<file path="src/logic/board_io_pkg.sv">
`default_nettype none

package board_io_pkg;

	// Board inputs
	localparam int BTN_COUNT = 4;
	localparam int SW_COUNT = 3;

	// Cycles an input must hold before the debounced copy follows
	localparam int DB_CYCLES = 16;
	localparam int DB_CNT_W = $clog2(DB_CYCLES);

	// UART bit time and 8N1 frame length
	localparam int CLKS_PER_BIT = 8;
	localparam int BAUD_CNT_W = $clog2(CLKS_PER_BIT);
	localparam int FRAME_BITS = 10;
	localparam int BIT_CNT_W = $clog2(FRAME_BITS);

	// Event memory size
	localparam int MEM_DEPTH = 1024;

	// Transmitter buffer depth, also the initial credit
	localparam int TX_CREDITS = 1;
	localparam int CREDIT_W = $clog2(TX_CREDITS + 1);

	// Zero field between timestamp and switches
	localparam int REC_PAD_W = 9;

	typedef logic [BTN_COUNT-1:0] btn_vec_t;
	typedef logic [SW_COUNT-1:0] sw_vec_t;
	typedef logic [$clog2(MEM_DEPTH)-1:0] mem_addr_t;
	// One extra bit so a full log of MEM_DEPTH fits
	typedef logic [$clog2(MEM_DEPTH):0] log_count_t;
	// Record is {stamp, zero pad, switches, buttons}
	typedef logic [31:0] mem_word_t;
	typedef logic [7:0] uart_byte_t;
	typedef logic [15:0] stamp_t;

	typedef enum logic [2:0] {
		idle,
		read,
		wait_data,
		send,
		done
	} dump_state_t;

endpackage

`default_nettype wire

</file>
<file path="src/logic/btn_debounce.sv">
`default_nettype none

module btn_debounce
	import board_io_pkg::*;
(
	input wire clk,
	input wire rst,
	input wire btn_vec_t btn,
	output btn_vec_t db_btn
);

	// Two-stage synchronizer on the raw buttons
	btn_vec_t btn_meta;
	btn_vec_t btn_sync;

	// One stability counter per button
	logic [DB_CNT_W-1:0] stable_cnt [BTN_COUNT];

	always_ff @(posedge clk) begin
		if (rst) begin
			btn_meta <= '0;
			btn_sync <= '0;
		end else begin
			btn_meta <= btn;
			btn_sync <= btn_meta;
		end
	end

	always_ff @(posedge clk) begin
		if (rst) begin
			db_btn <= '0;
			for (int i = 0; i < BTN_COUNT; i++) begin
				stable_cnt[i] <= '0;
			end
		end else begin
			for (int i = 0; i < BTN_COUNT; i++) begin
				if (btn_sync[i] == db_btn[i]) begin
					// Input agrees with output, restart the window
					stable_cnt[i] <= '0;
				end else if (stable_cnt[i] == DB_CNT_W'(DB_CYCLES - 1)) begin
					// Held long enough, accept the new level
					stable_cnt[i] <= '0;
					db_btn[i] <= btn_sync[i];
				end else begin
					stable_cnt[i] <= stable_cnt[i] + 1'b1;
				end
			end
		end
	end

endmodule

`default_nettype wire

</file>
<file path="config.mk">
export PLATFORM = sky130hd
export DESIGN_NAME = btn_debounce
export DESIGN_NICKNAME = d
export VERILOG_FILES = /design/src/logic/board_io_pkg.sv /design/src/logic/btn_debounce.sv
export SDC_FILE = /design/constraint.sdc
export NUM_CORES = 1
export LEC_CHECK = 0
export ABC_AREA = 1
export BUFFER_PORTS_ARGS = -buffer_cell sky130_fd_sc_hd__buf_2
export CELL_PAD_IN_SITES_DETAIL_PLACEMENT = 1
export CELL_PAD_IN_SITES_GLOBAL_PLACEMENT = 2
export CORE_UTILIZATION = 36
export DETAILED_ROUTE_END_ITERATION = 6
export PLACE_DENSITY = 0.76
export SYNTH_ARGS = -nofsm -noshare
export SYNTH_HDL_FRONTEND = slang
export SYNTH_SLANG_ARGS = --single-unit
</file>
<file path="constraint.sdc">
create_clock -name clk -period 1.3 [get_ports clk]
set_input_delay 0.13 -clock clk [delete_from_list [all_inputs] [get_ports clk]]
set_output_delay 0.13 -clock clk [all_outputs]
set_load 0.01 [all_outputs]
</file>
==> qor.yml <==
worstHoldStart: "rst"
area_delta_synth_final_pct: 18.29
cp-end-kind: "flip-flop"
die_w_um: 61.45
clock-sinks: 28
drtAntennaViolNets: 0
grt_pass1_vias: 873
cts-resized-gates: 0
numCtsBuffers: 3
nets: 184
layout_min_cycle_time_ns: 1.190
dieArea_um2: 3776
num_io_pins: 10
p_sw_uw: 333.9
avgViaCountPerCell: 4.280
cp.arrival_ns: 1.37
gp_congestion: 0.6774
crit_fanout: 4
cp-start-kind: "flip-flop"
p_per_area_nw_per_um2: 972.9
critPathRequiredTime_ns: 1.48
grt_overflow_total: 0
core_area_um2: 3363
ys_seq_area_share_pct: 56.64
tns_ns: 0
yosysWarningCount: 0
drive_gt1_share_pct: 13.95
startpoint: "stable_cnt[3][0]$_SDFFCE_PN0P_"
synth_area_per_cell_um2: 9.154
clockBufferDepth: 2
grt_start_max_net_pins: 15
p_int_mw: 1.130
hold_viol_final: 0
min_period_over_period_pct: 91.50
seqPwrFrac_pct: 68.3
antenna_found_initial: 0
max_freq_mhz: 840.7
cts_tree: "yes"
regToRegStartpoint: "stable_cnt[3][0]$_SDFFCE_PN0P_"
start_util_pct: 37.83
htree_levels: 1
first_pass_iters: 4
route.detailed.drc: 0
finClkSkew_ns: 0.001633
grt_pass1_wl_um: 3574
worst-setup-path-type: "flip-flop to flip-flop"
synth_seq_cells: 28
grt.total_usage_pct: 13.10
finalSetupViolCount: 0
hp-class: "input pin to flip-flop"
regArea_um2: 720.7
synth.distinct_cells: 13
fillers: 428
max-vdd-ir-drop_mv: 0.3910
drt_iter0_drc: 45
slew_violations: 0
multi_input_area_um2: 495.5
num_vias: 933
wl_per_cell_um: 9.514
port_buffers: 9
cap_violations: 0
syn_inst: 139
cts_root_buffer: "clkbuf_4"
dp_hpwl_um: 1613
rsz0062_at_grt: "no"
switching_share_pct: 22.80
syn-cell-area_um2: 1272
fp-row-count: 21
clock_latency_ns: 0.32
layout_common_cells: "nor2_1 (32), nand2_1 (28), inv_1 (24)"
diodes: 0
layout_commonest_cell: "nor2_1"
status: "finished, final reports clean"
timing.hold.ws_ns: 0.1103
power_frac_comb_pct: 7.5
cts.reportedPaths.clkPinSlew_ns: 0.14
p_leak_nw: 0.7109
power_frac_clock_pct: 24.1
die_h_um: 61.45
drt-total-wl_um: 2074
## final cells by class
| cell class | count | area share, % |
|---|---|---|
| Sequential cell | 28 | 47.88 |
| Multi-Input combinational cell | 100 | 32.92 |
| Timing Repair Buffer | 16 | 7.149 |
| Inverter | 25 | 6.733 |
| Tap cell | 46 | 3.824 |
| Clock buffer | 3 | 1.496 |
## timing repair
item                                   in CTS  in global routing
endpoints found under the hold margin       4                  0
setup buffers                               0                  3
hold buffers                                4                  0
setup endpoints to repair                   0                  2
## critical path, cell delays in order (launching register included)
cell      delay (ns)
edfxtp_1        0.45
ha_1            0.26
nand3_2         0.11
nand3_2         0.11
nor2_1          0.12
## final timing paths
check        slack, ns                              to  depth (start not counted)
max               0.11  stable_cnt[3][1]$_SDFFCE_PN0P_                          4
min               0.11          btn_meta[1]$_SDFF_PP0_                          2
max reg2reg       0.11  stable_cnt[3][1]$_SDFFCE_PN0P_                          4
min reg2reg       0.41          btn_sync[1]$_SDFF_PP0_                          2
## per-layer routing
metal	up-vias	global-route usage, %	share of wire, %
met1	436	15.32	47
met2	11	23.29	49
met5	-	0	0
met4	0	4.762	1.3
li1	483	-	-
met3	3	3.151	2.5
## cells by family (layout without fill, tap and decap cells)
family	after synthesis	after routing	share of synthesized area [%]
buffers and inverters	26	44	8.850
and+or+nand+nor	76	76	27.53
xor gates and xnor gates	4	4	2.753
other	1	16	0.2947
adders and majority gates	4	4	3.933
DFF	28	28	56.64
## power by group through the flow
stage,sequential (mW),clock (mW),combinational [mW]
5_1_grt,1.01,0.424,0.130
6_report,1.00,0.354,0.110
2_1_floorplan,1.01,0,0.0751
3_5_place_dp,1.02,0,0.0948
3_3_place_gp,1.02,0,0.0906
4_1_cts,1.00,0.380,0.104
## per-stage QoR
stage	std cells	utilization (%)	total power [mW]	setup WS [ns]	instance area, um2
after floorplan	154	-	1.090	0.1989	1329
after CTS	215	44.08	1.487	0.07904	1483
after detailed placement	208	42.22	1.117	0.1092	1420
final	218	44.75	1.464	0.1105	1505
after global routing	218	44.75	1.561	0.02236	1505
after global placement	208	42.22	1.110	0.1662	1420
## sequential cells by signal, indices dropped and copies added, names as in the netlist
signal and count:
stable_cnt 16, btn_meta 4, btn_sync 4, db_btn 4
## synth_stat cells
| master | number | area [um2] |
|---|---|---|
| ha_1 | 4 | 50.05 |
| edfxtp_1 | 16 | 480.5 |
| nand3_1 | 4 | 20.02 |
| nand4_1 | 4 | 25.02 |
| buf_6 | 1 | 11.26 |
| xnor2_1 | 4 | 35.03 |
| nor2_1 | 32 | 120.1 |
| inv_1 | 24 | 90.09 |
| conb_1 | 1 | 3.750 |
| nand2_1 | 28 | 105.1 |
| dfxtp_1 | 12 | 240.2 |
| nand3_2 | 8 | 80.08 |
| inv_8 | 1 | 11.26 |
Note: power is estimated with default switching activity, not from simulation.
