[src/logic/board_io_pkg.sv]
`default_nettype none

package board_io_pkg;

	// Board inputs
	localparam int BTN_COUNT = 4;
	localparam int SW_COUNT = 3;

	// Cycles an input must hold before the debounced copy follows
	localparam int DB_CYCLES = 16;
	localparam int DB_CNT_W = $clog2(DB_CYCLES);

	// UART bit time and 8N1 frame length
	localparam int CLKS_PER_BIT = 8;
	localparam int BAUD_CNT_W = $clog2(CLKS_PER_BIT);
	localparam int FRAME_BITS = 10;
	localparam int BIT_CNT_W = $clog2(FRAME_BITS);

	// Event memory size
	localparam int MEM_DEPTH = 1024;

	// Transmitter buffer depth, also the initial credit
	localparam int TX_CREDITS = 1;
	localparam int CREDIT_W = $clog2(TX_CREDITS + 1);

	// Zero field between timestamp and switches
	localparam int REC_PAD_W = 9;

	typedef logic [BTN_COUNT-1:0] btn_vec_t;
	typedef logic [SW_COUNT-1:0] sw_vec_t;
	typedef logic [$clog2(MEM_DEPTH)-1:0] mem_addr_t;
	// One extra bit so a full log of MEM_DEPTH fits
	typedef logic [$clog2(MEM_DEPTH):0] log_count_t;
	// Record is {stamp, zero pad, switches, buttons}
	typedef logic [31:0] mem_word_t;
	typedef logic [7:0] uart_byte_t;
	typedef logic [15:0] stamp_t;

	typedef enum logic [2:0] {
		idle,
		read,
		wait_data,
		send,
		done
	} dump_state_t;

endpackage

`default_nettype wire

[src/logic/uart_tx.sv]
`default_nettype none

module uart_tx
	import board_io_pkg::*;
(
	input wire clk,
	input wire rst,
	input wire tx_valid,
	input wire uart_byte_t tx_data,
	output logic tx_credit,
	output logic uart_tx_line
);

	// One byte of buffer ahead of the shifter
	uart_byte_t buf_data;
	logic buf_full;

	// Shifter holds stop, data and start, LSB on the line
	logic tx_active;
	logic [FRAME_BITS-1:0] frame_sr;
	logic [BAUD_CNT_W-1:0] baud_cnt;
	logic [BIT_CNT_W-1:0] bit_cnt;

	logic load_frame;
	logic bit_end;

	assign load_frame = buf_full && !tx_active;
	assign bit_end = tx_active && (baud_cnt == BAUD_CNT_W'(CLKS_PER_BIT - 1));
	// Ones shift in behind the frame so the line idles high
	assign uart_tx_line = frame_sr[0];

	always_ff @(posedge clk) begin
		if (rst) begin
			buf_full <= 1'b0;
		end else begin
			buf_full <= tx_valid || (buf_full && !load_frame);
		end
	end

	always_ff @(posedge clk) begin
		if (tx_valid) begin
			buf_data <= tx_data;
		end
	end

	always_ff @(posedge clk) begin
		if (rst) begin
			tx_active <= 1'b0;
			frame_sr <= '1;
			baud_cnt <= '0;
			bit_cnt <= '0;
			tx_credit <= 1'b0;
		end else begin
			tx_credit <= 1'b0;
			if (load_frame) begin
				tx_active <= 1'b1;
				frame_sr <= {1'b1, buf_data, 1'b0};
				baud_cnt <= '0;
				bit_cnt <= '0;
			end else if (bit_end) begin
				baud_cnt <= '0;
				frame_sr <= {1'b1, frame_sr[FRAME_BITS-1:1]};
				if (bit_cnt == BIT_CNT_W'(FRAME_BITS - 1)) begin
					// Stop bit done, hand the slot back
					tx_active <= 1'b0;
					tx_credit <= 1'b1;
				end else begin
					bit_cnt <= bit_cnt + 1'b1;
				end
			end else if (tx_active) begin
				baud_cnt <= baud_cnt + 1'b1;
			end
		end
	end

endmodule

`default_nettype wire

[config.mk]
export PLATFORM = sky130hd
export DESIGN_NAME = uart_tx
export DESIGN_NICKNAME = d
export VERILOG_FILES = /design/src/logic/board_io_pkg.sv /design/src/logic/uart_tx.sv
export SDC_FILE = /design/constraint.sdc
export NUM_CORES = 1
export LEC_CHECK = 0
export BUFFER_PORTS_ARGS = -buffer_cell sky130_fd_sc_hd__buf_2
export CORE_UTILIZATION = 55
export DETAILED_ROUTE_END_ITERATION = 7
export PLACE_DENSITY = 0.86
export SETUP_SLACK_MARGIN = 0.05
export SYNTH_ARGS = -nofsm -noshare
export SYNTH_HDL_FRONTEND = slang
export SYNTH_SLANG_ARGS = --single-unit
[constraint.sdc]
create_clock -name clk -period 2.58 [get_ports clk]
set_clock_uncertainty 0.2 [all_clocks]
set_input_delay 0.516 -clock clk [delete_from_list [all_inputs] [get_ports clk]]
set_output_delay 0.516 -clock clk [all_outputs]
set_load 0.005 [all_outputs]
==> impl_metrics.tcl <==
set metrics [dict create \
    outcome "finished clean" \
    seq_area_frac_synth_pct 56.0 \
    wl_per_cell_um 13.8 \
    yosysTopAreaCellShare_pct 34.3 \
    critical_path.max_fanout 12 \
    grt.total_usage_pct 21.2 \
    drc 0 \
    overflow 0 \
    layout.nets 124 \
    place.gp.congestion 0.778 \
    endpoint_kind "flip-flop" \
    synthTopCellsByCount "19 x dfxtp_1, 9 x mux2i_1, 8 x edfxtp_1" \
    path_clk_slew_ns 0.15 \
    cts_buffers 3 \
    max_freq_ghz 0.478 \
    arrival_ns 2.18 \
    post_cts_resized 0 \
    io_pins 13 \
    clock-sinks 27 \
    ant_nets 0 \
    clockBufferDepth 2 \
    final-hold-violation-count 0 \
    yosys.cell_types.count 28 \
    num_antenna_cells 0 \
    tns_ns 0 \
    fin_crit_sh_pct 81.1 \
    vias_per_cell 5.53 \
    start_util_pct 61.5 \
    leakage_nw 0.499 \
    numPortBuffers 12 \
    syn_area_um2 1110 \
    initialDrtViolationCount 15 \
    fp.coreArea_um2 1800 \
    instances_no_fill 133 \
    synth_ff_type "dfxtp_1" \
    yosys.area.top_type "dfxtp_1" \
    ys_ff_latch 27 \
    finalSetupViolCount 0 \
    netlist_instances 98 \
    cts_tree "built" \
    cap_violations 0 \
    cts_setup_buffers 0 \
    relSlewSlack_pct 68.4 \
    die_w_um 46.9 \
    row_count 15 \
    synth_area_leaders "dfxtp_1 34%, edfxtp_1 22%, mux2i_1 8.1%" \
    cts-root-buf "clkbuf_4" \
    grt_max_degree 17 \
    synth_edf_count 8 \
    tightest_slew_ns 0.474 \
    startpoint_type "flip-flop" \
    routed_wl_um 1830 \
    rsz0062_at_grt "false" \
    clkLatencyLatePin_ns 0.33 \
    vias 735 \
    drive_above_1_share_pct 17.6 \
    crit_type "flip-flop to flip-flop" \
    die_area_um2 2200 \
    grt_pass1_wl_um 3040 \
    placed_cells 129 \
    cp.required_ns 2.66 \
    async_flop_share_pct 0 \
    antenna_found_initial 0 \
    peakVddDrop_uv 496 \
    grt_pass1_vias 690 \
    p_per_area_nw_per_um2 601 \
    synth_most_common_cell "dfxtp_1" \
    fin_crit_ns 2.09 \
    drt_pre_antenna_iters 4 \
    htreeDepth 1 \
    die_h_um 46.9 \
    avgSynthCellArea_um2 11.3 \
    dp_hpwl_um 1320 \
    min_path_type "input pin to flip-flop" \
    area_growth_pct 7.79 \
    syn_nets 113 \
    hold_buffers 0 \
    yosysWarningCount 0 \
    slew_viol_final 0 \
]
==> area by class of cell <==
cell class                      instances  area [µm²]
Clock buffer                            3        22.5
Clock inverter                          1        7.51
Fill cell                             150         607
Inverter                                4        15.0
Multi-Input combinational cell         61         438
Sequential cell                        27         621
Tap cell                               25        31.3
Timing Repair Buffer                   12        60.1
==> per-layer routing <==
layer  up-vias  GRT usage [%]  wire [µm]
met5         -              0          0
met1       334           24.1        764
li1        376              -          -
met2        20           35.0        938
met4         0           15.4         59
met3         5           4.62         70
==> registers in the layout, indices dropped and copies added, names as in the netlist <==
signal     count
baud_cnt       3
bit_cnt        4
buf_data       8
buf_full       1
frame_sr       9
tx_active      1
tx_credit      1
==> path summary, 6_finish.rpt <==
kind                            slack (ns)   startpoint  cells past startpoint          end
worst max-delay path                  0.49  baud_cnt[0]                      5   bit_cnt[3]
worst min-delay path                  0.14   tx_data[0]                      1  buf_data[0]
worst max register to register        0.49  baud_cnt[0]                      5   bit_cnt[3]
worst min register to register        0.32   bit_cnt[3]                      2   bit_cnt[3]
==> placed cells by master, fill, tap and decap left out <==
cell        synthesis  routed
a211oi_1            2       2
a21oi_1             5       5
a2bb2oi_1           7       7
a31oi_1             1       1
and2_1              1       1
buf_2               3      12
clkbuf_4            0       3
clkinvlp_4          0       1
dfxtp_1            19      19
edfxtp_1            8       8
ha_1                4       4
inv_1               3       3
inv_2               1       1
mux2_2              1       1
mux2i_1             9       9
nand2_1             5       5
nand2b_1            1       1
nand2b_2            1       1
nand3_1             3       3
nand3b_1            2       2
nor2_1              7       7
nor2b_1             2       2
nor3_1              1       1
nor3b_1             3       3
o21ai_0             2       2
o22ai_1             1       1
o32a_1              2       2
or3_1               1       1
==> per-stage QoR <==
step                utilization, %  setup WS, ns  total power [mW]  instance area [µm²]  hold slack (ns)
global placement              64.7         0.625             0.533                 1160            0.276
CTS                           66.3         0.494             0.720                 1190            0.136
finish                        66.3         0.487             0.718                 1190            0.141
floorplan                        -         0.949             0.519                 1110            0.271
global route                  66.3         0.342             0.742                 1190            0.130
detailed placement            64.7         0.552             0.539                 1160            0.290
==> kinds of logic after synthesis <==
group | Yosys count | synth area share [%]
fa+ha+maj | 4 | 4.51
buf+inv | 10 | 4.51
compound gates | 20 | 13.0
simple gates | 27 | 12.9
flops | 27 | 56.0
mux | 10 | 9.14
==> critical path: stages (launching register included) <==
cell and delay [ns]:
dfxtp_1 0.40, ha_1 0.17, ha_1 0.33, nand2_1 0.36, or3_1 0.46, a21oi_1 0.13
==> power breakdown <==
group,internal [mW],switching [mW]
combinational,0.0282,0.0241
sequential,0.461,0.0166
clock,0.0595,0.128
Power figures use the tool's default switching activity.
