### config.mk
export PLATFORM = sky130hd
export DESIGN_NAME = event_logger
export DESIGN_NICKNAME = d
export VERILOG_FILES = /design/src/logic/board_io_pkg.sv /design/src/logic/event_logger.sv
export SDC_FILE = /design/constraint.sdc
export NUM_CORES = 1
export LEC_CHECK = 0
export ABC_AREA = 0
export BUFFER_PORTS_ARGS = -buffer_cell sky130_fd_sc_hd__buf_4
export CORE_ASPECT_RATIO = 0.75
export CORE_MARGIN = 2
export CORE_UTILIZATION = 52
export DETAILED_ROUTE_END_ITERATION = 10
export PLACE_DENSITY = 0.87
export SLEW_MARGIN = 20
export SYNTH_ARGS = -nofsm -noshare
export SYNTH_HDL_FRONTEND = slang
export SYNTH_SLANG_ARGS = --single-unit
### constraint.sdc
create_clock -name clk -period 2.7 [get_ports clk]
set_clock_uncertainty 0.15 [all_clocks]
set_input_delay 0.675 -clock clk [delete_from_list [all_inputs] [get_ports clk]]
set_output_delay 0.675 -clock clk [all_outputs]
set_load 0.05 [all_outputs]
### src/logic/board_io_pkg.sv
`default_nettype none

package board_io_pkg;

	// Board inputs
	localparam int BTN_COUNT = 4;
	localparam int SW_COUNT = 3;

	// Cycles an input must hold before the debounced copy follows
	localparam int DB_CYCLES = 16;
	localparam int DB_CNT_W = $clog2(DB_CYCLES);

	// UART bit time and 8N1 frame length
	localparam int CLKS_PER_BIT = 8;
	localparam int BAUD_CNT_W = $clog2(CLKS_PER_BIT);
	localparam int FRAME_BITS = 10;
	localparam int BIT_CNT_W = $clog2(FRAME_BITS);

	// Event memory size
	localparam int MEM_DEPTH = 1024;

	// Transmitter buffer depth, also the initial credit
	localparam int TX_CREDITS = 1;
	localparam int CREDIT_W = $clog2(TX_CREDITS + 1);

	// Zero field between timestamp and switches
	localparam int REC_PAD_W = 9;

	typedef logic [BTN_COUNT-1:0] btn_vec_t;
	typedef logic [SW_COUNT-1:0] sw_vec_t;
	typedef logic [$clog2(MEM_DEPTH)-1:0] mem_addr_t;
	// One extra bit so a full log of MEM_DEPTH fits
	typedef logic [$clog2(MEM_DEPTH):0] log_count_t;
	// Record is {stamp, zero pad, switches, buttons}
	typedef logic [31:0] mem_word_t;
	typedef logic [7:0] uart_byte_t;
	typedef logic [15:0] stamp_t;

	typedef enum logic [2:0] {
		idle,
		read,
		wait_data,
		send,
		done
	} dump_state_t;

endpackage

`default_nettype wire

### src/logic/event_logger.sv
`default_nettype none

module event_logger
	import board_io_pkg::*;
(
	input wire clk,
	input wire rst,
	input wire btn_vec_t db_btn,
	input wire sw_vec_t switch_in,
	output logic wr_en,
	output mem_addr_t wr_addr,
	output mem_word_t wr_data,
	output log_count_t log_count,
	output logic [3:0] led_out
);

	// Switches only get a synchronizer, no debounce
	sw_vec_t sw_meta;
	sw_vec_t sw_sync;

	// Last seen input state
	btn_vec_t prev_btn;
	sw_vec_t prev_sw;

	// Free-running timestamp, wraps
	stamp_t stamp;

	logic input_changed;
	logic log_full;
	logic log_write;

	// Any edge on a debounced button or a switch
	assign input_changed = (db_btn != prev_btn) || (sw_sync != prev_sw);
	// Full memory stops logging, no wrap
	assign log_full = (log_count == log_count_t'(MEM_DEPTH));
	assign log_write = input_changed && !log_full;

	assign led_out = log_count[3:0];

	always_ff @(posedge clk) begin
		if (rst) begin
			sw_meta <= '0;
			sw_sync <= '0;
			prev_btn <= '0;
			prev_sw <= '0;
			stamp <= '0;
		end else begin
			sw_meta <= switch_in;
			sw_sync <= sw_meta;
			prev_btn <= db_btn;
			prev_sw <= sw_sync;
			stamp <= stamp + 1'b1;
		end
	end

	// Write strobe and count move together
	always_ff @(posedge clk) begin
		if (rst) begin
			wr_en <= 1'b0;
			log_count <= '0;
		end else begin
			wr_en <= log_write;
			if (log_write) begin
				log_count <= log_count + 1'b1;
			end
		end
	end

	// Record built from the state after the change
	always_ff @(posedge clk) begin
		if (log_write) begin
			wr_addr <= mem_addr_t'(log_count);
			wr_data <= {stamp, {REC_PAD_W{1'b0}}, sw_sync, db_btn};
		end
	end

endmodule

`default_nettype wire

==> reports/metrics.cfg <==
[status]
status = complete, no violations

[setup_path]
cp-startpoint = db_btn[0]
rrSetupSlack_ns = 0.84
rr_worst_depth = 6
slowest_stage = or3_4
worstPathRequired_ns = 2.63
crit_top_cell = buf_4
reg2reg_from = log_count[0]
critPathKind = primary input to flip-flop
cp_num_buf_inv = 3
cp.depth = 6
critical_path_peak_fanout = 19
cp-endpoint = wr_data[20]
cp_top_family = buffers and inverters
cpPeakStageDelay_ns = 0.41
crit_arrival_ns = 1.90
crit_chain = buf_4 -> xor2_1 -> or3_4 -> o21ai_4 -> inv_1 -> buf_4
end_kind = flip-flop
cp-start-kind = primary input
r2r_end = wr_data[20]

[clock_network]
postCtsSetupBuffers = 0
clkSlewWorstSetupHoldPaths_ns = 0.07
cts_made_buffers = 9
cts_buffer_depth = 2
cts_tree = yes
cts-hold-fix-buffers = 0
clock_sinks = 74
root_buffer = clkbuf_8
cts_resized = 0
clock_latency_ns = 0.34
cts-htree-levels = 3

[sta]
fin_crit_sh_pct = 73.0
tns_ns = 0
hold_violations = 0
rsz0062_at_grt = false
fmax_mhz = 507
setup_viol = 0
finalMaxSlewViolations = 0
min_period_ns = 1.97

[yosys]
muxShareOfSynthArea_pct = 0.362
synth-simple-area-share_pct = 15.4
synth_seq_cells = 74
ys_types = 33
synth_top_family_by_area = simple AND/OR/NAND/NOR gates
ys_seq_area_share_pct = 65.6
synth_compound_area_share_pct = 5.84
synthesis.instances = 222
yosys.area.top_type_share_pct = 35.9
synth_top_area_cell = edfxtp_1
yosys-top-cells-area = edfxtp_1 (36%), dfxtp_1 (30%), buf_4 (3.8%)
synthAdderAreaFrac_pct = 1.36
synth_warnings = 0
synth_xor_xnor_area_share_pct = 6.34
avgSynthCellArea_sq_um = 12.5
syn_area_sq_mm = 0.00276

[die]
die_width_microns = 88.2
dieArea_sq_mm = 0.00592
fp.dieH_microns = 67.1
io_pins = 67
core_region_area_sq_mm = 0.00501
fp-row-count = 22
start_util_pct = 55.2

[final_layout]
fillCellCount = 380
drive_gt1_share_pct = 28.2
mostFrequentLayoutCells = buf_4 (59), dfxtp_1 (41), edfxtp_1 (33)
syn_to_final_growth_pct = 22.9
final_nets = 294
fin_area_sq_mm = 0.00340
n_antenna_cell = 0
final_common_cell = buf_4

[grt]
grt_pass1_vias = 1649
grt_overflow = 0
grt_max_degree = 42
antenna_found_initial = 0
grt_pass1_wl_mm = 7.56
grtUsageTotal_pct = 17.7

[place]
hpwl_mm = 3.15
io_buffers = 57
place_congestion = 0.808
placed_area_sq_mm = 0.00321

[route]
vias_per_cell = 5.04
routed_wl_mm = 4.71
drtIter0Drc = 130
drc = 0
vias = 1810
first_pass_iters = 4
ant_nets = 0
wl_per_cell_microns = 13.1

[pwr]
ir_drop_mv = 0.360
p_per_area_mw_per_mm2 = 705
power_leakage_nw = 1.40

[run]
cap_violations = 0

[min_path]
hold_class = flip-flop to flip-flop

[final cells by class]
cell class	instances	area [sq um]	share of cell area, %
Clock buffer	13	149	4.38
Clock inverter	3	40.0	1.18
Tap cell	72	90.1	2.65
Sequential cell	74	1810	53.4
Timing Repair Buffer	59	443	13.0
Multi-Input combinational cell	133	843	24.8
Inverter	5	18.8	0.553
[Yosys cell counts]
library cell,count
and4_4,1
clkbuf_1,4
nand4_1,6
ha_1,3
nor2_2,1
a2111oi_2,2
xnor2_1,9
o21ai_4,1
o31ai_1,2
nor3_1,1
and4_1,1
o21ai_0,9
nor2b_1,14
edfxtp_1,33
dfxtp_1,41
xor2_1,11
and3_2,2
or3_1,9
inv_1,5
buf_4,14
and3_1,2
nand4_2,1
a21oi_1,11
nor4_1,1
mux2i_1,1
nand2_1,9
or4_1,2
or3_4,1
nand4b_1,1
conb_1,1
nor2_1,17
nand3_1,5
nor4b_1,1
[per-stage QoR]
step	total power [mW]	hold WS (ns)	instances	utilization, %	setup WS, ns
floorplan	1.52	0.264	230	-	0.240
global placement	1.60	0.269	343	64.0	0.404
detailed placement	1.60	0.277	343	64.0	0.381
CTS	2.42	0.292	359	67.8	0.739
global route	2.50	0.318	359	67.8	0.693
finish	2.39	0.290	359	67.8	0.730
[state kept, by name, summed over array words and instances (netlist names)]
| register | count |
|---|---|
| stamp | 16 |
| log_count | 11 |
| wr_data | 23 |
| prev_sw | 3 |
| prev_btn | 4 |
| wr_en | 1 |
| sw_sync | 3 |
| wr_addr | 10 |
| sw_meta | 3 |
[kinds of logic after synthesis]
group	Yosys count
compound gates	25
mux	1
simple gates	75
flops	74
xor+xnor	20
fa+ha+maj	3
buf+inv	23
other cells	1
[layer usage]
metal,vias up,routed length (microns),global-route usage (%)
met5,-,0,0
met3,7,312,8.44
met2,65,2280,28.1
li1,879,-,-
met4,0,63,6.82
met1,859,2060,21.0
[worst min path at each step]
stage / cells after the start / from / to / slack, ns
3_3_place_gp: 1 / sw_meta[2] / sw_sync[2] / 0.27
3_5_place_dp: 1 / sw_meta[0] / sw_sync[0] / 0.28
6_report: 1 / sw_meta[0] / sw_sync[0] / 0.29
5_1_grt: 1 / sw_meta[0] / sw_sync[0] / 0.32
4_1_cts: 1 / sw_meta[0] / sw_sync[0] / 0.29
2_1_floorplan: 1 / sw_meta[0] / sw_sync[0] / 0.26
[report_power, final]
group | total (mW) | internal [mW] | switching [mW] | leakage (nW)
logic | 0.330 | 0.0893 | 0.241 | 0.575
clock network | 0.817 | 0.450 | 0.367 | 0.0974
registers | 1.25 | 1.22 | 0.0280 | 0.724
Power figures use the tool's default switching activity.
