`src/logic/board_io_pkg.sv`:
```
`default_nettype none

package board_io_pkg;

	// Board inputs
	localparam int BTN_COUNT = 4;
	localparam int SW_COUNT = 3;

	// Cycles an input must hold before the debounced copy follows
	localparam int DB_CYCLES = 16;
	localparam int DB_CNT_W = $clog2(DB_CYCLES);

	// UART bit time and 8N1 frame length
	localparam int CLKS_PER_BIT = 8;
	localparam int BAUD_CNT_W = $clog2(CLKS_PER_BIT);
	localparam int FRAME_BITS = 10;
	localparam int BIT_CNT_W = $clog2(FRAME_BITS);

	// Event memory size
	localparam int MEM_DEPTH = 1024;

	// Transmitter buffer depth, also the initial credit
	localparam int TX_CREDITS = 1;
	localparam int CREDIT_W = $clog2(TX_CREDITS + 1);

	// Zero field between timestamp and switches
	localparam int REC_PAD_W = 9;

	typedef logic [BTN_COUNT-1:0] btn_vec_t;
	typedef logic [SW_COUNT-1:0] sw_vec_t;
	typedef logic [$clog2(MEM_DEPTH)-1:0] mem_addr_t;
	// One extra bit so a full log of MEM_DEPTH fits
	typedef logic [$clog2(MEM_DEPTH):0] log_count_t;
	// Record is {stamp, zero pad, switches, buttons}
	typedef logic [31:0] mem_word_t;
	typedef logic [7:0] uart_byte_t;
	typedef logic [15:0] stamp_t;

	typedef enum logic [2:0] {
		idle,
		read,
		wait_data,
		send,
		done
	} dump_state_t;

endpackage

`default_nettype wire

```
`src/logic/dump_ctrl.sv`:
```
`default_nettype none

module dump_ctrl
	import board_io_pkg::*;
(
	input wire clk,
	input wire rst,
	input wire dump_req,
	input wire log_count_t log_count,
	output mem_addr_t rd_addr,
	input wire mem_word_t rd_data,
	output logic tx_valid,
	output uart_byte_t tx_data,
	input wire tx_credit,
	output logic dump_busy
);

	dump_state_t state;

	// Length latched at request, later records stay out
	log_count_t dump_len;
	log_count_t word_idx;
	logic [1:0] byte_idx;
	mem_word_t word_buf;

	// Free slots in the transmitter buffer
	logic [CREDIT_W-1:0] credit_cnt;

	logic last_byte;
	logic last_word;

	assign rd_addr = mem_addr_t'(word_idx);
	assign last_byte = (byte_idx == 2'd3);
	assign last_word = ((word_idx + 1'b1) == dump_len);

	// A byte goes out only with a credit in hand
	assign tx_valid = (state == send) && (credit_cnt != '0);
	assign dump_busy = (state != idle);

	// Most significant byte first
	always_comb begin
		case (byte_idx)
			2'd0: tx_data = word_buf[31:24];
			2'd1: tx_data = word_buf[23:16];
			2'd2: tx_data = word_buf[15:8];
			default: tx_data = word_buf[7:0];
		endcase
	end

	// Spend on a send, refill on a returned credit
	always_ff @(posedge clk) begin
		if (rst) begin
			credit_cnt <= CREDIT_W'(TX_CREDITS);
		end else begin
			case ({tx_valid, tx_credit})
				2'b10: credit_cnt <= credit_cnt - 1'b1;
				2'b01: credit_cnt <= credit_cnt + 1'b1;
				default: credit_cnt <= credit_cnt;
			endcase
		end
	end

	always_ff @(posedge clk) begin
		if (rst) begin
			state <= idle;
			dump_len <= '0;
			word_idx <= '0;
			byte_idx <= '0;
		end else begin
			case (state)
				idle: begin
					// Requests while busy never get here
					if (dump_req) begin
						dump_len <= log_count;
						word_idx <= '0;
						byte_idx <= '0;
						state <= (log_count == '0) ? done : read;
					end
				end
				read: begin
					// Address already on rd_addr
					state <= wait_data;
				end
				wait_data: begin
					state <= send;
				end
				send: begin
					// Stall here until a credit shows up
					if (tx_valid) begin
						byte_idx <= byte_idx + 1'b1;
						if (last_byte) begin
							word_idx <= word_idx + 1'b1;
							state <= last_word ? done : read;
						end
					end
				end
				done: begin
					// All credits back means the last stop bit has ended
					if (credit_cnt == CREDIT_W'(TX_CREDITS)) begin
						state <= idle;
					end
				end
				default: state <= idle;
			endcase
		end
	end

	// Capture the word while memory output is valid
	always_ff @(posedge clk) begin
		if (state == wait_data) begin
			word_buf <= rd_data;
		end
	end

endmodule

`default_nettype wire

```
`config.mk`:
```
export PLATFORM = sky130hd
export DESIGN_NAME = dump_ctrl
export DESIGN_NICKNAME = d
export VERILOG_FILES = /design/src/logic/board_io_pkg.sv /design/src/logic/dump_ctrl.sv
export SDC_FILE = /design/constraint.sdc
export NUM_CORES = 1
export LEC_CHECK = 0
export BUFFER_PORTS_ARGS = -buffer_cell sky130_fd_sc_hd__buf_2
export CORE_UTILIZATION = 54
export DETAILED_ROUTE_END_ITERATION = 6
export MAX_ROUTING_LAYER = met4
export PLACE_DENSITY = 0.78
export REMOVE_ABC_BUFFERS = 1
export SKIP_CTS_REPAIR_TIMING = 1
export SLEW_MARGIN = 25
export SYNTH_ARGS = -nofsm -noshare
export SYNTH_HDL_FRONTEND = slang
export SYNTH_SLANG_ARGS = --single-unit
```
`constraint.sdc`:
```
create_clock -name clk -period 4.78 [get_ports clk]
set_clock_uncertainty 0.05 [all_clocks]
set_input_delay 0.239 -clock clk [delete_from_list [all_inputs] [get_ports clk]]
set_output_delay 0.239 -clock clk [all_outputs]
set_load 0.02 [all_outputs]
```
==> qor.csv, run 1 <==
stage,metric,value,unit
outcome,status,"complete, no violations",
logic_synthesis,synthMostInstantiatedCell,nand2_1,
sta,fmax,454,MHz
clock_network,insertion_delay,0.34,ns
layout,seq_area,1520,um2
global_route,grt_use_met1,0.288,
pwr,powerDensity,352,nW/um2
layout,diodes,0,
floorplan,fp.dieArea,5760,um2
placed_design,hpwl,4.32,mm
clock_network,cts-buffers-inserted,9,
clock_network,cts_tree,yes,
clock_network,cts.sinks,60,
placed_design,io_buffers,66,
min_path,min_path_type,in -> reg,
routing,vias,2354,
critical_path,worstPathMaxFanout,8,
routing,route.detailed.drc,0,
pwr,vdd_ir_drop_max,0.245,mV
critical_path,crit_path_end_kind,output pin,
clock_network,root_buffer,clkbuf_8,
global_route,grt_use_met2,0.384,
pwr,leakage,1.35,nW
sta,slew_headroom,0.546,
pwr,power_switching,0.299,mW
sta,setup_tns,0,ns
pwr,swShare,0.246,
logic_synthesis,muxShareOfSynthArea,0.0271,
logic_synthesis,syn_avg_cell_area,10.0,um2
logic_synthesis,synth_top_family_by_area,simple AND/OR/NAND/NOR gates,
placed_design,gp_congestion,0.895,
logic_synthesis,synthFlopType,edfxtp_1,
routing,drtIter0Drc,111,
critical_path,critical_path_class,reg -> out,
global_route,grt_pass1_wl,10.4,mm
floorplan,pin_count,67,
sta,finalSetupViolCount,0,
critical_path,critPathArrivalTime,1.91,ns
routing,final_antenna_net_count,0,
logic_synthesis,synth_fa_ha_area_frac,0.0254,
global_route,first_global_vias,2195,
routing,wl_per_cell,15.2,um
floorplan,start_util,0.570,
clock_network,clkTransAtPathRegs,0.08,ns
clock_network,htree_levels,3,
layout,multiInputGateArea,1190,um2
logic_synthesis,synth_top_area_frac,0.326,
floorplan,row_count,26,
sta,slew_violations,0,
logic_synthesis,synth_top_area_cell,edfxtp_1,
routing,first_pass_iters,4,
layout,layout-drive-gt1-share,0.266,
layout,area_growth,16.9,%
pwr,pwr-share-seq,0.484,
logic_synthesis,ys_top_cells_by_area,"edfxtp_1 (33%), dfxtp_1 (19%), nand2_1 (4.6%), a21oi_1 (3.7%), xnor2_1 (3.6%)",
sta,worst_slack,2.58,ns
critical_path,setup.worst_path.start_class,flip-flop,
logic_synthesis,yosys_register_bits,60,
logic_synthesis,ys_seq_area_frac,0.516,
logic_synthesis,netlist_area,2950,um2
placed_design,post-place-ws,2.65,ns
logic_synthesis,netlist_instances,294,
layout,fin_nets,397,
logic_synthesis,yosys.area_share.simple,0.174,
pwr,intPower,0.916,mW
logic_synthesis,synth_xor_area_frac,0.0500,
routing,vias_per_cell,5.62,
pwr,combPwrFrac,0.094,
sta,min_period_over_period,0.460,
layout,fillCellCount,404,
job,drv_cap,0,
clock_network,cts.path.max_buffers,2,
logic_synthesis,async_flop_share,0,
logic_synthesis,ys_types,50,
routing,routed_wl,6.37,mm
sta,rsz0062_at_grt,false,
global_route,grt_antenna_before_repair,0,
pwr,p_clk_frac,0.422,
floorplan,fp.coreArea,5170,um2
logic_synthesis,ys_warn_count,0,
logic_synthesis,synth_common_cells,"nand2_1 (36), edfxtp_1 (32), dfxtp_1 (28)",
critical_path,cp.required,4.49,ns
sta,final-hold-violation-count,0,
global_route,use_met3,0.0590,
global_route,grt.busiest_layer,met2,
global_route,grt-ovfl-total,0,
logic_synthesis,synth_edf_count,32,
sta,tightest_slew,0.678,ns
floorplan,die_h,75.9,um
global_route,grt_max_degree,33,
floorplan,die_w,75.9,um
sta,min_period,2.20,ns
logic_synthesis,synth_compound_area_frac,0.126,
global_route,grt_util_all_layers,0.240,
==> critical path, cell delays in order (launching register included) <==
cell and delay (ns):
dfxtp_1 0.42, inv_1 0.10, ha_1 0.33, a222oi_1 0.44, mux2i_1 0.11, buf_2 0.18
==> worst paths after layout <==
| check | from | to | slack, ns | cells past startpoint |
|---|---|---|---|---|
| max | byte_idx[0]$_SDFFE_PP0P_ | tx_data[3] | 2.58 | 5 |
| min | rd_data[28] | word_buf[28]$_DFFE_PP_ | 0.02 | 1 |
| max reg2reg | word_idx[0]$_SDFFE_PP0P_ | state[0]$_SDFFE_PP0P_ | 2.65 | 6 |
| min reg2reg | dump_len[1]$_SDFFE_PP0P_ | dump_len[1]$_SDFFE_PP0P_ | 0.44 | 2 |
==> cell families after synthesis <==
logic type | count (synthesis)
XOR/XNOR | 16
AND/OR/NAND/NOR | 101
AO/OA/AOI/OAI | 56
adder cells (fa/ha/maj) | 6
multiplexers | 8
flip-flops | 60
buffers and inverters | 47
==> placed cells by master (no fill, tap or decap), drive strengths merged, types with 3 or more instances in the layout <==
cell type	n
clkinv	5
inv	17
edfxtp	32
xor2	4
xnor2	12
mux2i	8
dfxtp	28
nand2	36
nor3	8
nand3	8
ha	6
nor4	7
buf	67
o21ai	10
a222oi	8
a21oi	23
nor2	24
nand4	4
a32oi	3
nor2b	4
clkbuf	9
==> cell type report <==
type / instances / area share
Clock buffer: 9 / 0.0359
Timing Repair Buffer: 69 / 0.104
Sequential cell: 60 / 0.441
Tap cell: 70 / 0.0254
Clock inverter: 7 / 0.0290
Multi-Input combinational cell: 187 / 0.346
Inverter: 17 / 0.0185
==> metrics by stage <==
step                      utilization  power, mW  cell area, um2  hold WS (ns)  std cells
after CTS                       0.663       1.22            3430       0.00568        417
after global placement          0.619      0.708            3200         0.366        401
after detailed placement        0.619      0.712            3200         0.367        401
after floorplan                     -      0.663            2770         0.258        264
after global routing            0.667       1.26            3450       0.00461        419
final                           0.667       1.21            3450        0.0216        419
==> state kept, by name, summed over array words and instances (netlist names) <==
register and count:
dump_len 11, byte_idx 2, state 3, word_buf 32, word_idx 11, credit_cnt 1
==> per-layer routing <==
layer  vias up  routed length (um)
li1       1145                   -
met1      1094                2680
met2       104                3100
met3        11                 482
met4         0                  97
met5         -                   0
==> power groups by stage <==
stage	registers [mW]	logic [mW]	clock network (mW)
6_report	0.588	0.114	0.513
3_3_place_gp	0.599	0.109	0
3_5_place_dp	0.600	0.112	0
4_1_cts	0.588	0.113	0.522
2_1_floorplan	0.595	0.0680	0
5_1_grt	0.590	0.126	0.543
No activity file was read; power rests on OpenSTA's default activity.
==> inputs of run 2 (changes only) <==
--- a/config.mk
+++ b/config.mk
@@ -6,10 +6,10 @@
 export NUM_CORES = 1
 export LEC_CHECK = 0
 export BUFFER_PORTS_ARGS = -buffer_cell sky130_fd_sc_hd__buf_2
-export CORE_UTILIZATION = 54
+export CORE_UTILIZATION = 49
 export DETAILED_ROUTE_END_ITERATION = 6
 export MAX_ROUTING_LAYER = met4
-export PLACE_DENSITY = 0.78
+export PLACE_DENSITY = 0.74
 export REMOVE_ABC_BUFFERS = 1
 export SKIP_CTS_REPAIR_TIMING = 1
 export SLEW_MARGIN = 25
==> constraint.sdc (replaced) <==
create_clock -name clk -period 1.9 [get_ports clk]
set_clock_uncertainty 0.05 [all_clocks]
set_input_delay 0.095 -clock clk [delete_from_list [all_inputs] [get_ports clk]]
set_output_delay 0.095 -clock clk [all_outputs]
set_load 0.02 [all_outputs]
==> qor.csv, run 2 (synthesized netlist as in run 1, its figures left out) <==
stage,metric,value,unit,change
sta,final-hold-violation-count,0,,unchanged
critical_path,crit_path_end_kind,flip-flop,,
min_path,min_path_type,in -> reg,,
critical_path,r2r-start,word_idx[4]$_SDFFE_PP0P_,,
outcome,violations,negative setup slack,,
floorplan,row_count,27,,+3.8%
routing,vias,2658,,+13%
global_route,first_global_vias,2209,,+0.64%
layout,design_area,4100,um2,+19%
clock_network,clkTransAtPathRegs,0.07,ns,about the same
sta,setup_tns,-0.0519,ns,-0.0519 ns
clock_network,insertion_delay,0.35,ns,about the same
routing,drtIter0Drc,230,,+110%
pwr,leakage,1.62,nW,+20%
global_route,grt_pass1_wl,10.4,mm,about the same
routing,vias_per_cell,5.50,,-2.0%
sta,finalSetupViolCount,2,,+2
pwr,vdd_ir_drop_max,0.473,mV,+93%
global_route,grt_util_all_layers,0.225,,-0.0153
sta,tightest_slew,0.530,ns,-0.148 ns
min_path,hold_depth,2,,+1
global_route,grt-ovfl-total,0,,unchanged
clock_network,cts-buffers-inserted,9,,unchanged
critical_path,cpPeakStageDelay,0.55,ns,+0.11 ns
job,drv_cap,0,,unchanged
critical_path,worstPathMaxFanout,5,,-3
critical_path,critical_path_class,reg -> reg,,
floorplan,fp.dieArea,6340,um2,+9.9%
critical_path,worst_r2r_endpoint,state[0]$_SDFFE_PP0P_,,
global_route,grt_max_degree,33,,unchanged
sta,slew_headroom,0.646,,+0.100
floorplan,pin_count,67,,unchanged
sta,rsz0062_at_grt,true,,
layout,top_regs,"word_buf x32, dump_len x11, word_idx x11",,
floorplan,start_util,0.523,,-0.0474
critical_path,cp.required,2.07,ns,-2.42 ns
placed_design,io_buffers,66,,unchanged
layout,final_cell_mix,"buf_2 (66), dlygate4sd3_1 (44), nand2_1 (36)",,
critical_path,r2r_setup_slack,-0.04,ns,-2.69 ns
clock_network,root_buffer,clkbuf_8,,
min_path,hold_end,word_idx[3]$_SDFFE_PP0P_,,
critical_path,critPathArrivalTime,2.11,ns,+0.20 ns
sta,slew_violations,0,,unchanged
sta,min_period_over_period,1.02,,
layout,final_util,0.727,,+0.0603
layout,fillCellCount,399,,-1.2%
layout,final_common_cell,buf_2,,
critical_path,ff2ff_path_depth,6,,unchanged
placed_design,post_dp_cell_area,3340,um2,+4.2%
layout,fin_nets,459,,+16%
placed_design,hpwl,4.50,mm,+4.2%
routing,routed_wl,7.81,mm,+23%
critical_path,crit_slowest_cell,or4_4,,
floorplan,die_h,79.6,um,+4.8%
routing,route.detailed.drc,0,,unchanged
critical_path,crit_path_cell_trace,"buf_4, xor2_1, xnor2_1, or4_4, nor4_4, a31oi_1",,
critical_path,critical_path_depth,6,,+1
routing,final_antenna_net_count,0,,unchanged
routing,wl_per_cell,16.2,um,+6.4%
placed_design,gp_congestion,0.925,,+3.4%
critical_path,setup.worst_path.start_class,flip-flop,,
routing,first_pass_iters,5,,+1
layout,largest_reg_flops,32,,unchanged
layout,largest-register,word_buf,,
sta,fmax,515,MHz,
clock_network,cts_tree,yes,,
sta,worst_slack,-0.0399,ns,-2.62 ns
pwr,powerDensity,736,nW/um2,+110%
critical_path,timing.critical_path.buf_inv,1,,-1
critical_path,critPathTopFamily,simple AND/OR/NAND/NOR gates,,
clock_network,cts.path.max_buffers,2,,unchanged
floorplan,fp.coreArea,5640,um2,+9.1%
min_path,hold_path_startpoint,rst,,
sta,min_period,1.94,ns,
clock_network,htree_levels,3,,unchanged
layout,layout-drive-gt1-share,0.311,,+0.0450
layout,area_growth,39.0,%,
floorplan,die_w,79.6,um,+4.8%
global_route,grt_antenna_before_repair,0,,unchanged
outcome,status,finished with violations,,
clock_network,cts.sinks,60,,unchanged
placed_design,post-place-ws,0.0634,ns,-2.59 ns
layout,diodes,0,,unchanged
==> run 2: cell count changes in the layout (fill, tap and decap cells not counted), moves of 3 or more <==
cell and delta:
dfxtp_1 -7, buf_4 +18, dfxtp_4 +3, dlygate4sd3_1 +42, ha_4 +4, ha_1 -5, dfxtp_2 +4
==> run 2: metal layers <==
layer	routed length, um	track usage	vias to the layer above	share of wire
li1	-	-	1266	-
met1	3260	0.281	1268	0.42
met2	3950	0.340	106	0.51
met3	435	0.0583	18	0.056
met4	165	0.104	0	0.021
met5	0	-	-	0
==> run 2: worst max-delay path by stage <==
| stage | startpoint | to |
|---|---|---|
| 2_1_floorplan | state[1]$_SDFFE_PP0P_ | word_buf[0]$_DFFE_PP_ |
| 3_3_place_gp | word_idx[0]$_SDFFE_PP0P_ | state[0]$_SDFFE_PP0P_ |
| 3_5_place_dp | word_idx[2]$_SDFFE_PP0P_ | state[0]$_SDFFE_PP0P_ |
| 4_1_cts | byte_idx[0]$_SDFFE_PP0P_ | tx_data[3] |
| 5_1_grt | word_idx[4]$_SDFFE_PP0P_ | state[0]$_SDFFE_PP0P_ |
| 6_report | word_idx[4]$_SDFFE_PP0P_ | state[0]$_SDFFE_PP0P_ |
==> run 2: final cells by class <==
class | instances | area, um2 | area share
flip-flops and latches | 60 | 1540 | 0.375
inverters | 17 | 63.8 | 0.0156
repair buffers | 131 | 945 | 0.230
clock inverters | 7 | 75.1 | 0.0183
multi-input cells | 187 | 1270 | 0.309
well taps | 72 | 90.1 | 0.0220
clock buffers | 9 | 124 | 0.0302
==> run 2: through the flow <==
step	hold WS, ns	std cells	total power, mW
after floorplan	0.114	264	1.67
after global placement	0.221	419	1.80
after detailed placement	0.223	419	1.80
after CTS	-0.140	435	2.93
after global routing	0.162	483	3.12
final	0.156	483	3.02
==> run 2: report_power, final <==
| part | total [mW] | leakage, nW | switching, mW | internal [mW] |
|---|---|---|---|---|
| logic | 0.386 | 0.987 | 0.193 | 0.193 |
| registers | 1.48 | 0.527 | 0.0419 | 1.43 |
| clock network | 1.16 | 0.104 | 0.545 | 0.611 |
==> inputs of run 3 (changes only) <==
==> constraint.sdc (replaced) <==
create_clock -name clk -period 1.9 [get_ports clk]
set_clock_uncertainty 0.05 [all_clocks]
set_input_delay 0.095 -clock clk [delete_from_list [all_inputs] [get_ports clk]]
set_output_delay 0.095 -clock clk [all_outputs]
set_load 0.005 [all_outputs]
==> qor.csv, run 3 (synthesized netlist as in run 1, its figures left out) <==
stage,metric,value,unit,change
critical_path,critical_path_class,reg -> reg,,
global_route,grt_use_met2,0.340,,unchanged
critical_path,ff2ff_path_depth,6,,unchanged
critical_path,critPathTopFamily,simple AND/OR/NAND/NOR gates,,
floorplan,die_h,79.6,um,unchanged
placed_design,io_buffers,66,,unchanged
sta,min_period,1.94,ns,+0.000256 ns
pwr,vdd_ir_drop_max,0.488,mV,+3.0%
global_route,grt_antenna_before_repair,1,,+1
sta,worst_slack,-0.0401,ns,-0.000256 ns
pwr,intPower,2.24,mW,about the same
clock_network,cts-buffers-inserted,9,,unchanged
routing,vias,2650,,-0.30%
layout,top_regs,"word_buf x32, dump_len x11, word_idx x11",,
placed_design,post-place-ws,0.0634,ns,unchanged
floorplan,pin_count,67,,unchanged
critical_path,worstPathMaxFanout,6,,+1
layout,largest-register,word_buf,,
pwr,pwr-share-seq,0.491,,+0.002
routing,wl_per_cell,16.3,um,+0.67%
layout,fin_nets,459,,unchanged
critical_path,timing.critical_path.buf_inv,0,,-1
floorplan,fp.coreArea,5640,um2,unchanged
routing,final_antenna_net_count,0,,unchanged
global_route,use_met3,0.0583,,unchanged
global_route,grt_pass1_wl,10.4,mm,unchanged
floorplan,row_count,27,,unchanged
layout,design_area,4100,um2,-0.12%
sta,finalSetupViolCount,2,,unchanged
global_route,grt_max_degree,33,,unchanged
routing,route.detailed.drc,0,,unchanged
routing,first_pass_iters,5,,unchanged
pwr,powerDensity,735,nW/um2,-0.17%
global_route,grt_use_met1,0.281,,unchanged
sta,fmax,515,MHz,about the same
clock_network,htree_levels,3,,unchanged
critical_path,crit_path_end_kind,flip-flop,,
global_route,grt.busiest_layer,met2,,
floorplan,start_util,0.523,,unchanged
job,drv_cap,0,,unchanged
layout,final_cell_mix,"buf_2 (66), dlygate4sd3_1 (44), nand2_1 (36)",,
outcome,violations,negative setup slack,,
pwr,combPwrFrac,0.120,,-0.008
layout,area_growth,38.8,%,
placed_design,post_dp_cell_area,3340,um2,unchanged
global_route,grt_util_all_layers,0.225,,unchanged
pwr,leakage,1.62,nW,+0.16%
layout,layout-drive-gt1-share,0.309,,-0.00243
clock_network,insertion_delay,0.35,ns,about the same
critical_path,critical_path_depth,6,,unchanged
critical_path,crit_slowest_cell,or4_4,,
critical_path,cp.required,2.14,ns,+0.07 ns
critical_path,cpPeakStageDelay,0.55,ns,about the same
routing,vias_per_cell,5.48,,-0.51%
clock_network,cts.sinks,60,,unchanged
sta,final-hold-violation-count,0,,unchanged
layout,final_common_cell,buf_2,,
clock_network,cts.path.max_buffers,2,,unchanged
floorplan,fp.dieArea,6340,um2,unchanged
placed_design,gp_congestion,0.925,,unchanged
sta,slew_violations,0,,unchanged
critical_path,setup.worst_path.start_class,flip-flop,,
placed_design,hpwl,4.50,mm,unchanged
pwr,swShare,0.256,,-0.00275
clock_network,cts_tree,yes,,
routing,routed_wl,7.88,mm,+0.88%
sta,slew_headroom,0.601,,-0.0453
sta,min_period_over_period,1.02,,about the same
outcome,status,finished with violations,,
pwr,finalPower,3.01,mW,-0.29%
routing,drtIter0Drc,255,,+11%
min_path,hold_depth,2,,unchanged
clock_network,clkTransAtPathRegs,0.08,ns,about the same
pwr,p_clk_frac,0.389,,+0.006
global_route,first_global_vias,2209,,unchanged
sta,tightest_slew,0.598,ns,+0.0680 ns
floorplan,die_w,79.6,um,unchanged
min_path,min_path_type,in -> reg,,
sta,rsz0062_at_grt,true,,
pwr,power_switching,0.769,mW,-1.3%
clock_network,root_buffer,clkbuf_8,,
global_route,grt-ovfl-total,0,,unchanged
critical_path,critPathArrivalTime,2.18,ns,+0.07 ns
critical_path,crit_path_cell_trace,"ha_4, nand3_4, xnor2_1, or4_4, nor4_4, a31o_1",,
layout,largest_reg_flops,32,,unchanged
run 3: final timing paths:
check,start,end,slack (ns)
worst max-delay path,word_idx[0]$_SDFFE_PP0P_,state[2]$_SDFFE_PP0P_,-0.04
worst min-delay path,rst,word_idx[8]$_SDFFE_PP0P_,0.16
worst max register to register,word_idx[0]$_SDFFE_PP0P_,state[2]$_SDFFE_PP0P_,-0.04
worst min register to register,dump_len[4]$_SDFFE_PP0P_,dump_len[4]$_SDFFE_PP0P_,0.43
run 3: power groups by stage:
stage | Sequential, mW | Clock [mW] | Combinational (mW)
floorplan | 1.50 | 0 | 0.151
global placement | 1.50 | 0 | 0.273
detailed placement | 1.50 | 0 | 0.278
CTS | 1.48 | 1.16 | 0.280
global route | 1.48 | 1.24 | 0.397
finish | 1.48 | 1.17 | 0.361
run 3: layout make-up:
| type | count | area (um2) |
|---|---|---|
| flip-flops and latches | 60 | 1530 |
| repair buffers | 131 | 945 |
| well taps | 72 | 90.1 |
| diodes | 1 | 2.50 |
| inverters | 17 | 63.8 |
| multi-input cells | 187 | 1260 |
| clock buffers | 9 | 124 |
| clock inverters | 7 | 75.1 |
| fillers | 411 | 1550 |
run 3: per-layer routing:
| layer | share of wire | vias up |
|---|---|---|
| li1 | - | 1271 |
| met1 | 0.41 | 1249 |
| met2 | 0.51 | 113 |
| met3 | 0.063 | 17 |
| met4 | 0.021 | 0 |
| met5 | 0 | - |
run 3: per-stage QoR:
step                setup TNS [ns]  cells   util  hold WS (ns)
floorplan                   -46.05    264      -         0.114
global placement                 0    419  0.592         0.221
detailed placement               0    419  0.592         0.223
CTS                         -0.956    435  0.627        -0.140
global route                -0.587    484  0.726         0.169
finish                     -0.0516    484  0.726         0.163
